**src/design/switch_pkg.sv**
```systemverilog
package switch_pkg;

    // port count and buffer geometry
    parameter int N_PORTS   = 4;
    parameter int MAX_WORDS = 8;
    parameter int SLOTS     = 8;
    parameter int DATA_W    = 16;

    typedef logic [DATA_W-1:0] word_t;
    typedef logic [1:0]        port_idx_t;
    typedef logic [2:0]        slot_idx_t;
    // packet length, 0 to MAX_WORDS
    typedef logic [3:0]        len_t;

    // layout of the first word of every packet
    typedef struct packed {
        logic [11:0] seq;
        port_idx_t   src;
        port_idx_t   dest;
    } hdr_t;

    // same word, seen as data or as header
    typedef union packed {
        word_t raw;
        hdr_t  hdr;
    } hdr_word_u;

endpackage
```
**src/design/buf_rd_if.sv**
```systemverilog
`timescale 1ns/100ps

interface buf_rd_if;
    import switch_pkg::*;

    logic  req;
    logic  gnt;
    // descriptor queue of this output not empty
    logic  avail;

    // registered read data from the buffer
    logic  vld;
    word_t data;
    logic  last;

    modport frontend (
        output req,
        input  avail,
        input  vld,
        input  data,
        input  last
    );

    modport buffer (
        input  gnt,
        output avail,
        output vld,
        output data,
        output last
    );

endinterface

```
**src/design/buf_wr_if.sv**
```systemverilog
`timescale 1ns/100ps

interface buf_wr_if;
    import switch_pkg::*;

    // burst request, held until the word after last
    logic  req;
    logic  gnt;

    // one word per cycle while vld is high
    logic  vld;
    word_t data;
    logic  last;

    modport frontend (
        output req,
        output vld,
        output data,
        output last,
        input  gnt
    );

    modport buffer (
        input gnt,
        input vld,
        input data,
        input last
    );

endinterface

```
**src/design/switch_top.sv**
```systemverilog
`timescale 1ns/100ps

module switch_top #(
    parameter int NUM_PORTS = switch_pkg::N_PORTS,
    parameter int NUM_SLOTS = switch_pkg::SLOTS
) (
    input  logic                                clk,
    input  logic                                rst_n,
    input  logic [NUM_PORTS-1:0]                wr_sop,
    input  logic [NUM_PORTS-1:0]                wr_eop,
    input  logic [NUM_PORTS-1:0]                wr_vld,
    input  switch_pkg::word_t [NUM_PORTS-1:0]   wr_data,
    output logic [NUM_PORTS-1:0]                wr_busy,
    output logic                                full,
    input  logic [NUM_PORTS-1:0]                ready,
    output logic [NUM_PORTS-1:0]                rd_sop,
    output logic [NUM_PORTS-1:0]                rd_eop,
    output logic [NUM_PORTS-1:0]                rd_vld,
    output switch_pkg::word_t [NUM_PORTS-1:0]   rd_data
);

    buf_wr_if wr_bus [NUM_PORTS] ();
    buf_rd_if rd_bus [NUM_PORTS] ();

    logic [NUM_PORTS-1:0] wr_req;
    logic [NUM_PORTS-1:0] wr_gnt;
    logic [NUM_PORTS-1:0] rd_req;
    logic [NUM_PORTS-1:0] rd_gnt;
    logic                 slot_free;
    logic                 rd_idle;

    for (genvar p = 0; p < NUM_PORTS; p++) begin : g_port
        // request and grant bits between buses and arbiters
        assign wr_req[p]      = wr_bus[p].req;
        assign wr_bus[p].gnt  = wr_gnt[p];
        assign rd_req[p]      = rd_bus[p].req;
        assign rd_bus[p].gnt  = rd_gnt[p];

        wr_frontend u_wr_fe (
            .clk     (clk),
            .rst_n   (rst_n),
            .wr_sop  (wr_sop[p]),
            .wr_eop  (wr_eop[p]),
            .wr_vld  (wr_vld[p]),
            .wr_data (wr_data[p]),
            .wr_busy (wr_busy[p]),
            .bus     (wr_bus[p])
        );

        rd_frontend u_rd_fe (
            .clk     (clk),
            .rst_n   (rst_n),
            .ready   (ready[p]),
            .rd_sop  (rd_sop[p]),
            .rd_eop  (rd_eop[p]),
            .rd_vld  (rd_vld[p]),
            .rd_data (rd_data[p]),
            .bus     (rd_bus[p])
        );
    end

    // write grants only while a slot is free
    rr_arbiter #(.NUM_PORTS(NUM_PORTS)) u_wr_arb (
        .clk   (clk),
        .rst_n (rst_n),
        .req   (wr_req),
        .allow (slot_free),
        .gnt   (wr_gnt)
    );

    rr_arbiter #(.NUM_PORTS(NUM_PORTS)) u_rd_arb (
        .clk   (clk),
        .rst_n (rst_n),
        .req   (rd_req),
        .allow (rd_idle),
        .gnt   (rd_gnt)
    );

    packet_buffer #(
        .NUM_PORTS (NUM_PORTS),
        .NUM_SLOTS (NUM_SLOTS)
    ) u_buf (
        .clk       (clk),
        .rst_n     (rst_n),
        .wr        (wr_bus),
        .rd        (rd_bus),
        .slot_free (slot_free),
        .rd_idle   (rd_idle),
        .full      (full)
    );

endmodule

```
**src/design/packet_buffer.sv**
```systemverilog
`timescale 1ns/100ps

module packet_buffer #(
    parameter int NUM_PORTS = switch_pkg::N_PORTS,
    parameter int NUM_SLOTS = switch_pkg::SLOTS
) (
    input  logic     clk,
    input  logic     rst_n,
    buf_wr_if.buffer wr [NUM_PORTS],
    buf_rd_if.buffer rd [NUM_PORTS],
    output logic     slot_free,
    output logic     rd_idle,
    output logic     full
);
    import switch_pkg::*;

    localparam int IDX_W = $clog2(MAX_WORDS);
    localparam int CNT_W = $clog2(NUM_SLOTS) + 1;

    word_t                mem [NUM_SLOTS*MAX_WORDS];
    logic [NUM_SLOTS-1:0] free_map;

    // per-output descriptor queues
    slot_idx_t  q_slot [NUM_PORTS][NUM_SLOTS];
    len_t       q_len  [NUM_PORTS][NUM_SLOTS];
    slot_idx_t  q_head [NUM_PORTS];
    slot_idx_t  q_tail [NUM_PORTS];
    logic [CNT_W-1:0] q_cnt [NUM_PORTS];
    logic [NUM_PORTS-1:0] q_push;
    logic [NUM_PORTS-1:0] q_pop;

    logic [NUM_PORTS-1:0] w_gnt;
    logic [NUM_PORTS-1:0] w_vld;
    logic [NUM_PORTS-1:0] w_last;
    logic [NUM_PORTS-1:0] r_gnt;
    word_t                w_data [NUM_PORTS];

    // write side
    hdr_word_u w_word;
    logic      w_en;
    logic      w_end;
    logic      wr_first_q;
    slot_idx_t low_free;
    slot_idx_t w_slot;
    slot_idx_t wr_slot_q;
    len_t      w_idx;
    len_t      wr_cnt_q;
    port_idx_t w_dest;
    port_idx_t wr_dest_q;

    // read side
    logic      rd_owned;
    logic      rd_active;
    logic      rd_start;
    logic      rd_end;
    logic      rd_vld_q;
    logic      rd_last_q;
    port_idx_t r_port;
    port_idx_t rd_port_q;
    slot_idx_t rd_slot_q;
    len_t      rd_len_q;
    len_t      rd_cnt_q;
    word_t     rd_data_q;

    for (genvar p = 0; p < NUM_PORTS; p++) begin : g_bus
        assign w_gnt[p]    = wr[p].gnt;
        assign w_vld[p]    = wr[p].vld;
        assign w_last[p]   = wr[p].last;
        assign w_data[p]   = wr[p].data;
        assign r_gnt[p]    = rd[p].gnt;
        assign q_push[p]   = w_end && (w_dest == port_idx_t'(p));
        assign q_pop[p]    = rd_start && (r_port == port_idx_t'(p));
        assign rd[p].avail = q_cnt[p] != '0;
        assign rd[p].vld   = rd_vld_q && (rd_port_q == port_idx_t'(p));
        assign rd[p].data  = rd_data_q;
        assign rd[p].last  = rd_last_q;
    end

    // granted writer and granted reader
    always_comb begin
        w_word.raw = '0;
        r_port     = '0;
        for (int p = 0; p < NUM_PORTS; p++) begin
            if (w_gnt[p]) begin
                w_word.raw = w_data[p];
            end
            if (r_gnt[p]) begin
                r_port = port_idx_t'(p);
            end
        end
    end

    // lowest free slot
    always_comb begin
        low_free = '0;
        for (int s = NUM_SLOTS - 1; s >= 0; s--) begin
            if (free_map[s]) begin
                low_free = slot_idx_t'(s);
            end
        end
    end

    assign w_en   = |(w_gnt & w_vld);
    assign w_end  = |(w_gnt & w_vld & w_last);
    assign w_slot = wr_first_q ? low_free : wr_slot_q;
    assign w_idx  = wr_first_q ? '0 : wr_cnt_q;
    // header view of the first word picks the output
    assign w_dest = wr_first_q ? w_word.hdr.dest : wr_dest_q;

    assign rd_start = !rd_owned && (|r_gnt);
    assign rd_end   = rd_active && (rd_cnt_q + 1'b1 == rd_len_q);

    always_ff @(posedge clk) begin
        if (w_en) begin
            mem[{w_slot, w_idx[IDX_W-1:0]}] <= w_word.raw;
            wr_slot_q <= w_slot;
            wr_cnt_q  <= w_idx + 1'b1;
            wr_dest_q <= w_dest;
        end
        for (int p = 0; p < NUM_PORTS; p++) begin
            if (q_push[p]) begin
                q_slot[p][q_tail[p]] <= w_slot;
                q_len[p][q_tail[p]]  <= w_idx + 1'b1;
            end
        end
        if (rd_start) begin
            rd_port_q <= r_port;
            rd_slot_q <= q_slot[r_port][q_head[r_port]];
            rd_len_q  <= q_len[r_port][q_head[r_port]];
        end
        // data one cycle after its address
        if (rd_active) begin
            rd_data_q <= mem[{rd_slot_q, rd_cnt_q[IDX_W-1:0]}];
        end
    end

    always_ff @(posedge clk) begin
        if (!rst_n) begin
            wr_first_q <= 1'b1;
            free_map   <= '1;
            rd_owned   <= 1'b0;
            rd_active  <= 1'b0;
            rd_cnt_q   <= '0;
            rd_vld_q   <= 1'b0;
            rd_last_q  <= 1'b0;
            for (int p = 0; p < NUM_PORTS; p++) begin
                q_head[p] <= '0;
                q_tail[p] <= '0;
                q_cnt[p]  <= '0;
            end
        end else begin
            if (w_en) begin
                wr_first_q <= w_end;
                if (wr_first_q) begin
                    free_map[low_free] <= 1'b0;
                end
            end
            for (int p = 0; p < NUM_PORTS; p++) begin
                if (q_push[p]) begin
                    q_tail[p] <= q_tail[p] + 1'b1;
                end
                if (q_pop[p]) begin
                    q_head[p] <= q_head[p] + 1'b1;
                end
                if (q_push[p] != q_pop[p]) begin
                    q_cnt[p] <= q_push[p] ? q_cnt[p] + 1'b1 : q_cnt[p] - 1'b1;
                end
            end
            // keep ownership until the arbiter lets go
            if (rd_start) begin
                rd_owned  <= 1'b1;
                rd_active <= 1'b1;
                rd_cnt_q  <= '0;
            end else if (rd_owned && !rd_active && !r_gnt[rd_port_q]) begin
                rd_owned <= 1'b0;
            end
            if (rd_active) begin
                rd_cnt_q <= rd_cnt_q + 1'b1;
                if (rd_end) begin
                    rd_active          <= 1'b0;
                    free_map[rd_slot_q] <= 1'b1;
                end
            end
            rd_vld_q  <= rd_active;
            rd_last_q <= rd_end;
        end
    end

    assign slot_free = |free_map;
    assign full      = ~slot_free;
    assign rd_idle   = !rd_active && !rd_vld_q;

endmodule

```
**src/design/rd_frontend.sv**
```systemverilog
`timescale 1ns/100ps

module rd_frontend (
    input  logic              clk,
    input  logic              rst_n,
    input  logic              ready,
    output logic              rd_sop,
    output logic              rd_eop,
    output logic              rd_vld,
    output switch_pkg::word_t rd_data,
    buf_rd_if.frontend        bus
);

    logic req_q;
    logic in_pkt;

    always_ff @(posedge clk) begin
        if (!rst_n) begin
            req_q  <= 1'b0;
            in_pkt <= 1'b0;
        end else begin
            // ready only matters before the packet starts
            if (bus.vld && bus.last) begin
                req_q <= 1'b0;
            end else if (!req_q && ready && bus.avail) begin
                req_q <= 1'b1;
            end
            if (bus.vld) begin
                in_pkt <= !bus.last;
            end
        end
    end

    assign bus.req = req_q;

    // words pass straight through, framing added here
    assign rd_vld  = bus.vld;
    assign rd_data = bus.data;
    assign rd_sop  = bus.vld && !in_pkt;
    assign rd_eop  = bus.vld && bus.last;

endmodule

```
**src/design/wr_frontend.sv**
```systemverilog
`timescale 1ns/100ps

module wr_frontend (
    input  logic              clk,
    input  logic              rst_n,
    input  logic              wr_sop,
    input  logic              wr_eop,
    input  logic              wr_vld,
    input  switch_pkg::word_t wr_data,
    output logic              wr_busy,
    buf_wr_if.frontend        bus
);
    import switch_pkg::*;

    localparam int IDX_W = $clog2(MAX_WORDS);

    word_t stage [MAX_WORDS];
    len_t  len_q;
    len_t  in_cnt;
    len_t  out_cnt;
    len_t  wr_ptr;
    logic  pending;
    logic  sending;
    logic  last_word;

    // sop restarts the fill position
    assign wr_ptr = wr_sop ? '0 : in_cnt;

    // staging words and length
    always_ff @(posedge clk) begin
        if (wr_vld && !pending) begin
            stage[wr_ptr[IDX_W-1:0]] <= wr_data;
            if (wr_eop) begin
                len_q <= wr_ptr + 1'b1;
            end
        end
    end

    always_ff @(posedge clk) begin
        if (!rst_n) begin
            in_cnt  <= '0;
            out_cnt <= '0;
            pending <= 1'b0;
            sending <= 1'b0;
        end else begin
            if (wr_vld && !pending) begin
                in_cnt <= wr_ptr + 1'b1;
                if (wr_eop) begin
                    pending <= 1'b1;
                end
            end
            // burst starts the cycle after the grant
            if (pending && bus.gnt && !sending) begin
                sending <= 1'b1;
                out_cnt <= '0;
            end else if (sending) begin
                out_cnt <= out_cnt + 1'b1;
                if (last_word) begin
                    sending <= 1'b0;
                    pending <= 1'b0;
                end
            end
        end
    end

    assign last_word = sending && (out_cnt + 1'b1 == len_q);

    assign wr_busy  = pending;
    assign bus.req  = pending;
    assign bus.vld  = sending;
    assign bus.data = stage[out_cnt[IDX_W-1:0]];
    assign bus.last = last_word;

endmodule

```
**src/design/rr_arbiter.sv**
```systemverilog
`timescale 1ns/100ps

module rr_arbiter #(
    parameter int NUM_PORTS = switch_pkg::N_PORTS
) (
    input  logic                 clk,
    input  logic                 rst_n,
    input  logic [NUM_PORTS-1:0] req,
    input  logic                 allow,
    output logic [NUM_PORTS-1:0] gnt
);

    localparam int IDX_W = $clog2(NUM_PORTS);

    logic [NUM_PORTS-1:0] gnt_q;
    logic [IDX_W-1:0]     last_q;
    logic [IDX_W-1:0]     cand;
    logic [IDX_W-1:0]     pick_idx;
    logic                 pick_vld;

    // first requester after the previous winner
    always_comb begin
        pick_vld = 1'b0;
        pick_idx = last_q;
        cand     = last_q;
        for (int k = 1; k <= NUM_PORTS; k++) begin
            cand = IDX_W'((int'(last_q) + k) % NUM_PORTS);
            if (!pick_vld && req[cand]) begin
                pick_vld = 1'b1;
                pick_idx = cand;
            end
        end
    end

    always_ff @(posedge clk) begin
        if (!rst_n) begin
            gnt_q  <= '0;
            // port 0 wins first after reset
            last_q <= IDX_W'(NUM_PORTS - 1);
        end else if (|gnt_q) begin
            // owner dropped req, burst done
            if (!(|(gnt_q & req))) begin
                gnt_q <= '0;
            end
        end else if (allow && pick_vld) begin
            gnt_q  <= NUM_PORTS'(1) << pick_idx;
            last_q <= pick_idx;
        end
    end

    assign gnt = gnt_q;

endmodule

```
**config.mk**
```make
export PLATFORM = sky130hd
export DESIGN_NAME = switch_top
export DESIGN_NICKNAME = d
export VERILOG_FILES = /design/src/design/switch_pkg.sv /design/src/design/buf_rd_if.sv /design/src/design/buf_wr_if.sv /design/src/design/switch_top.sv /design/src/design/packet_buffer.sv /design/src/design/rd_frontend.sv /design/src/design/wr_frontend.sv /design/src/design/rr_arbiter.sv
export SDC_FILE = /design/constraint.sdc
export NUM_CORES = 2
export LEC_CHECK = 0
export BUFFER_PORTS_ARGS = -buffer_cell sky130_fd_sc_hd__buf_2
export CORE_MARGIN = 2
export CORE_UTILIZATION = 60
export CTS_CLUSTER_SIZE = 20
export DETAILED_ROUTE_END_ITERATION = 10
export PLACE_DENSITY = 0.88
export RECOVER_POWER = 100
export SETUP_SLACK_MARGIN = 0.4
export SYNTH_ARGS = -nofsm -noshare
export SYNTH_HDL_FRONTEND = slang
export SYNTH_HIERARCHICAL = 1
export SYNTH_SLANG_ARGS = --single-unit
export TNS_END_PERCENT = 100
```
**constraint.sdc**
```tcl
create_clock -name clk -period 5.2 [get_ports clk]
set_input_delay 0.26 -clock clk [delete_from_list [all_inputs] [get_ports clk]]
set_output_delay 0.26 -clock clk [all_outputs]
set_load 0.1 [all_outputs]
```
; Word-level counts from Yosys, hierarchy flattened
; Memory sizes are Yosys's and may differ from the RTL's. A register that Yosys moved wholly into a read port is not among the register bits.
; Index checks and enable logic that the tools add are counted.
[op_classes]
multipliers = 0
n_reduce_logical = 130
n_eq_ne = 20
order_cmp = 22
div_mod_pow = 0
add_sub_neg = 34
n_mux = 229
n_shift = 2
bitwise = 28
[op_table]
columns = cell, count
row1 = 32-bit two-way mux, 10
row2 = 24-bit two-way mux, 10
row3 = 4-bit two-way mux, 27
row4 = 1-bit two-way mux, 104
row5 = 32-bit OR reduction, 3
row6 = 3-bit two-way mux, 31
row7 = 24-bit OR reduction, 3
row8 = 16-bit two-way mux, 4
row9 = 1-bit logical AND, 63
row10 = 4-bit by 1-bit adder with 4-bit output (second input constant), 14
row11 = 4-bit demux with 3-bit select, 4
row12 = 8-bit two-way mux, 5
row13 = 3-bit demux with 3-bit select, 4
row14 = 2-bit two-way mux, 17
row15 = 1-bit zero test, 27
row16 = 2-bit by 3-bit < comparator with 1-bit output (second input constant), 9
row17 = 3-bit by 1-bit adder with 3-bit output (second input constant), 8
row18 = 4-bit OR reduction, 6
row19 = 4-bit == test, 5
row20 = 4-bit greater-or-equal comparator (second input constant), 5
row21 = 3-bit NOT with 4-bit output, 5
row22 = 1-bit binary-select mux with 2-bit select, 9
row23 = 4-bit bitwise AND, 4
row24 = 4-bit by 1-bit < comparator with 1-bit output (second input constant), 4
row25 = other kinds (24), 84
[word_totals]
ramBits = 1800
latch_bits = 0
wordCells = 520
romBits = 0
n_memories = 10
reg_bits = 111
[memory_table]
columns = name, words, width, rd, rd_ports_with_merged_regs, write_ports, line_no
row1 = u_buf.mem, 64, 16, 1, 1, 1, packet_buffer.sv:20  ; word_t mem [NUM_SLOTS*MAX_WORDS];
row2 = g_port[0].u_wr_fe.stage, 8, 16, 1, 1, 1, wr_frontend.sv:17  ; word_t stage [MAX_WORDS];
row3 = g_port[1].u_wr_fe.stage, 8, 16, 1, 1, 1, wr_frontend.sv:17
row4 = g_port[2].u_wr_fe.stage, 8, 16, 1, 1, 1, wr_frontend.sv:17
row5 = g_port[3].u_wr_fe.stage, 8, 16, 1, 1, 1, wr_frontend.sv:17
row6 = u_buf.q_len, 4, 32, 1, 0, 1, packet_buffer.sv:25  ; len_t q_len [NUM_PORTS][NUM_SLOTS];
row7 = 4 more memories, --, --, --, --, --, --

; Depth between registers and ports, before layout
[depth]
ltp_word = 20
depth_mapped = 17

; By module
; The synthesis kept the hierarchy.
[modules_own_cells]
columns = mod, seq_area_each_um2, cells_each, area_each_um2, n_inst
row1 = packet_buffer, 40038.4, 2788, 54140.7, 1
row2 = wr_frontend, 4224.1, 267, 5704.2, 4
row3 = rd_frontend, 40.0, 26, 215.2, 4
row4 = rr_arbiter, 120.1, 40, 367.9, 2

; Least setup slack after synthesis
; No wires, ideal clock.
[synth_timing]
path_type = register to register
from = register (tool-made name)
to = memory u_buf/mem[0][11] (netlist name), data pin
slack_ns = 0.686
synth_period_minus_slack_ns = 4.514
path_stages_with_launch = 8
path_buffers = 2
required_time_ns = 4.498
setup_ns = 0.702
t_arrival_ns = 3.812
cell_sequence = dfxtp_1 -> clkbuf_2 -> buf_1 -> mux2_2 -> nand3b_1 -> a21oi_1 -> a21oi_1 -> o21ai_0
[synth_rtl]
columns = element, line_no
row1 = to (decl), packet_buffer.sv:20

; Worst setup path in the final report
[layout_timing]
from = register u_wr_arb.gnt_q[2], in the netlist u_wr_arb/gnt[2]
to = memory u_buf/mem[61][1] (netlist name), enable pin
[layout_via]
elab_chain_cells = 4
[layout_rtl]
columns = element, line_no
row1 = from (decl), rr_arbiter.sv:15  ; logic [NUM_PORTS-1:0] gnt_q;
row2 = from (signal assigned), rr_arbiter.sv:46  ; gnt_q <= NUM_PORTS'(1) << pick_idx;
row3 = 4-bit bitwise AND, packet_buffer.sv:103  ; assign w_en = |(w_gnt & w_vld);
row4 = 4-bit OR reduction, packet_buffer.sv:103
row5 = 1-bit two-way mux, packet_buffer.sv:114  ; if (w_en) begin
row6 = 1-bit two-way mux (not written as such), packet_buffer.sv:115  ; mem[{w_slot, w_idx[IDX_W-1:0]}] <= w_word.raw;
; No other way between the ends.

==> flow_summary.toml <==
[sta]
worstMarginPinSlew_ns = 3.39
setup_viol = 0
hold_viol = 0
period_minus_slack_ns = 4.96
grt_setup_unrepaired = "no"
finClkSkew_ns = 0.0555
hold_ws_ns = 0.349
timing.fmax_mhz = 201
setup_tns_ns = 0
slew_violations = 669
min_period_over_period_pct = 95.4
maxSlewHeadroom_pct = -126

[worst_setup_path]
arrival_ns = 5.40
crit_chain = "a22oi_1 > nand2_1 > clkbuf_1 > nand4b_1 > clkbuf_1 > a211oi_1 > clkbuf_1"
path_class = "flip-flop to flip-flop"
cp-start-kind = "flip-flop"
cp_common_cell = "clkbuf_1"
cp_slowest_stage_delay_ns = 1.07
cp_max_fo = 19
crit_required_ns = 5.63
end_kind = "flip-flop"
rrSetupSlack_ns = 0.24
cp_slowest_cell = "a211oi_1"

[global_route]
track_usage_pct = 31.7
grt-ovfl-total = 0
antenna_found_initial = 19
grt_max_degree = 69
first_global_vias = 44396
grt_pass1_wl_mm = 309

[route]
wirelength_mm = 214
avgViaCountPerCell = 7.12
ant_nets = 0
drc_errors = 0
wl_per_cell_um = 34.4
vias = 44343
first_pass_iters = 6
drt_iter0_drc = 7230

[cells_and_area]
fin_cells = 6231
drive_above_1_share_pct = 17.8
fin_nets = 4445
fillCellCount = 7444
multi_input_area_um2 = 19100
seq_area_um2 = 57400
area_growth_pct = 11.2

[power]
ir_worst_vdd_mv = 0.523
power_switching_share_pct = 30.0
intPower_uw = 28100
power_density_nw_per_um2 = 460
leakage_uw = 0.0272
p_seq_share_pct = 47.0
power_frac_comb_pct = 19.4
power.total_uw = 40200
pwr-share-clk_pct = 33.5
p_sw_uw = 12000

[clock_network]
cts_tree = "yes"
path_clk_slew_ns = 0.07
htree_levels = 4
insertion_delay_ns = 0.83
cts_setup_buffers = 0
clock-sinks = 1939
cts.path.max_buffers = 3
clockRootBuffer = "clkbuf_16"
numCtsBuffers = 180

[yosys]
yosysTopAreaCellShare_pct = 70.7
yosysMostFrequentCell = "edfxtp_1"
syn_area_per_cell_um2 = 19.4
synthTopCellsByCount = "edfxtp_1 (1850), mux4_2 (278), mux2i_1 (174), buf_4 (136), nand2_1 (128)"
ys_warn_count = 6
synth_ff_type = "edfxtp_1"
ys_seq_area_share_pct = 73.0
yosysTopAreaCell = "edfxtp_1"
ys_types = 77
synth_area_leaders = "edfxtp_1 (71%), mux4_2 (8.0%), mux4_1 (3.8%)"
ys_async_sr_fraction_pct = 0
synth_nets = 4152
syn_inst = 4040
synth_seq_cells = 1939
synth_area_um2 = 78600
synth-edff-count = 1850

[outcome]
violations = "capacitance limit, slew limit"
status = "finished, violations left"

[die]
die_width_um = 366
dieArea_um2 = 134000
rows = 132
num_io_pins = 163
die_height_um = 366
core_area_um2 = 130000
start_util_pct = 60.6

[place]
place_inst = 5806
port_buffers = 162
dp_hpwl_mm = 112
gp_congestion = 0.869

[worst_hold_path]
hold_path_class = "input pin to flip-flop"

[job]
max-cap-violations = 20
-- logic make-up (layout without fill, tap and decap cells) --
group | Yosys count | count (layout) | synth area share [%]
other | 0 | 11 | 0
multiplexers | 682 | 682 | 15.6
AND/OR/NAND/NOR | 582 | 582 | 4.08
XOR/XNOR | 56 | 56 | 0.694
flip-flops | 1939 | 1939 | 73.0
adder cells (fa/ha/maj) | 30 | 30 | 0.516
AO/OA/AOI/OAI | 365 | 365 | 3.19
buffers and inverters | 386 | 824 | 2.88
-- through the flow --
| stage | worst slack [ns] | util [%] | area [um^2] |
|---|---|---|---|
| 5_1_grt | 0.201 | 67.4 | 87300 |
| 3_3_place_gp | 0.816 | 63.1 | 81800 |
| 3_5_place_dp | 0.732 | 63.1 | 81800 |
| 2_1_floorplan | 0.686 | - | 78600 |
| 6_report | 0.237 | 67.4 | 87400 |
| 4_1_cts | 0.550 | 68.3 | 88600 |
-- sequential cells by signal, summed over array words and instances (netlist names), 3 cells and up, named ones only --
signal / cells
u_buf/q_cnt: 16
u_buf/q_len: 128
g_port.u_wr_fe/stage: 512
g_port.u_rd_fe/in_pkt: 4
u_buf/q_tail: 12
u_buf/q_head: 12
u_buf/mem: 1024
u_buf/rd_len_q: 4
g_port.u_wr_fe/bus.req: 4
u_buf/rd_cnt_q: 4
u_buf/free_map: 8
u_wr_arb/gnt: 4
u_buf/q_slot: 96
g_port.u_wr_fe/len_q: 16
u_rd_arb/gnt: 4
u_buf/wr_slot_q: 3
u_buf/rd.data: 16
u_buf/wr_cnt_q: 4
g_port.u_rd_fe/bus.req: 4
g_port.u_wr_fe/in_cnt: 16
g_port.u_wr_fe/out_cnt: 16
g_port.u_wr_fe/bus.vld: 4
u_buf/rd_slot_q: 3
-- layout make-up --
type | count | area share, %
Timing Repair Buffer | 456 | 3.05
Antenna cell | 11 | 0.0315
Inverter | 41 | 0.176
Clock buffer | 221 | 5.40
Clock inverter | 106 | 1.36
Tap cell | 1742 | 2.50
Multi-Input combinational cell | 1715 | 21.8
Sequential cell | 1939 | 65.6
-- repair_timing --
| action | CTS | global route |
|---|---|---|
| setup endpoints to repair | 0 | 18 |
| hold buffers | 87 | 0 |
| gates resized for setup | 0 | 2 |
| hold endpoints to repair | 590 | 0 |
-- layout by cell type (no fill, tap or decap), types with 30 or more instances in the layout --
| cell type | instances |
|---|---|
| a21oi_1 | 47 |
| o22ai_1 | 58 |
| nor4_1 | 44 |
| nor3_1 | 46 |
| nor2_1 | 92 |
| xnor2_1 | 30 |
| inv_1 | 40 |
| edfxtp_1 | 1850 |
| mux2i_1 | 174 |
| buf_4 | 52 |
| clkbuf_1 | 296 |
| o211ai_1 | 30 |
| nor2b_1 | 55 |
| dfxtp_1 | 83 |
| mux4_2 | 278 |
| nand3_1 | 42 |
| clkbuf_16 | 182 |
| mux4_1 | 113 |
| a211oi_1 | 43 |
| clkinv_1 | 40 |
| a22oi_1 | 31 |
| nand2_1 | 127 |
| dlygate4sd3_1 | 87 |
| mux2_2 | 104 |
| o21ai_0 | 48 |
-- power by group through the flow --
| stage | sequential [uW] | combinational [uW] | clock (uW) |
|---|---|---|---|
| floorplan | 19000 | 5620 | 0 |
| global placement | 19100 | 7170 | 0 |
| detailed placement | 19100 | 7460 | 0 |
| CTS | 18800 | 7730 | 13400 |
| global route | 18900 | 7990 | 14000 |
| finish | 18900 | 7800 | 13500 |
-- worst paths after layout --
check             depth (start not counted)                startpoint                       endpoint
hold reg to reg                           2  g_port[1].u_rd_fe/in_pkt       g_port[1].u_rd_fe/in_pkt
setup / recovery                          7           u_wr_arb/gnt[2]               u_buf/mem[61][1]
setup reg to reg                          7           u_wr_arb/gnt[2]               u_buf/mem[61][1]
hold / removal                            2               wr_data[37]  g_port[2].u_wr_fe/stage[0][5]
-- critical path: cells and delay by family, from the launching register on --
family / cells / cell delay, ns
flip-flops: 1 / 0.84
AND/OR/NAND/NOR: 2 / 0.39
buffers and inverters: 3 / 2.01
AO/OA/AOI/OAI: 2 / 1.31
-- per-layer routing --
layer	GRT usage (%)	vias up	share of wire (%)
met3	7.09	1042	12
met2	52.0	4155	49
li1	-	17064	-
met5	0	-	0.059
met4	18.9	16	7.4
met1	39.0	22066	31
Power figures use the tool's default switching activity.
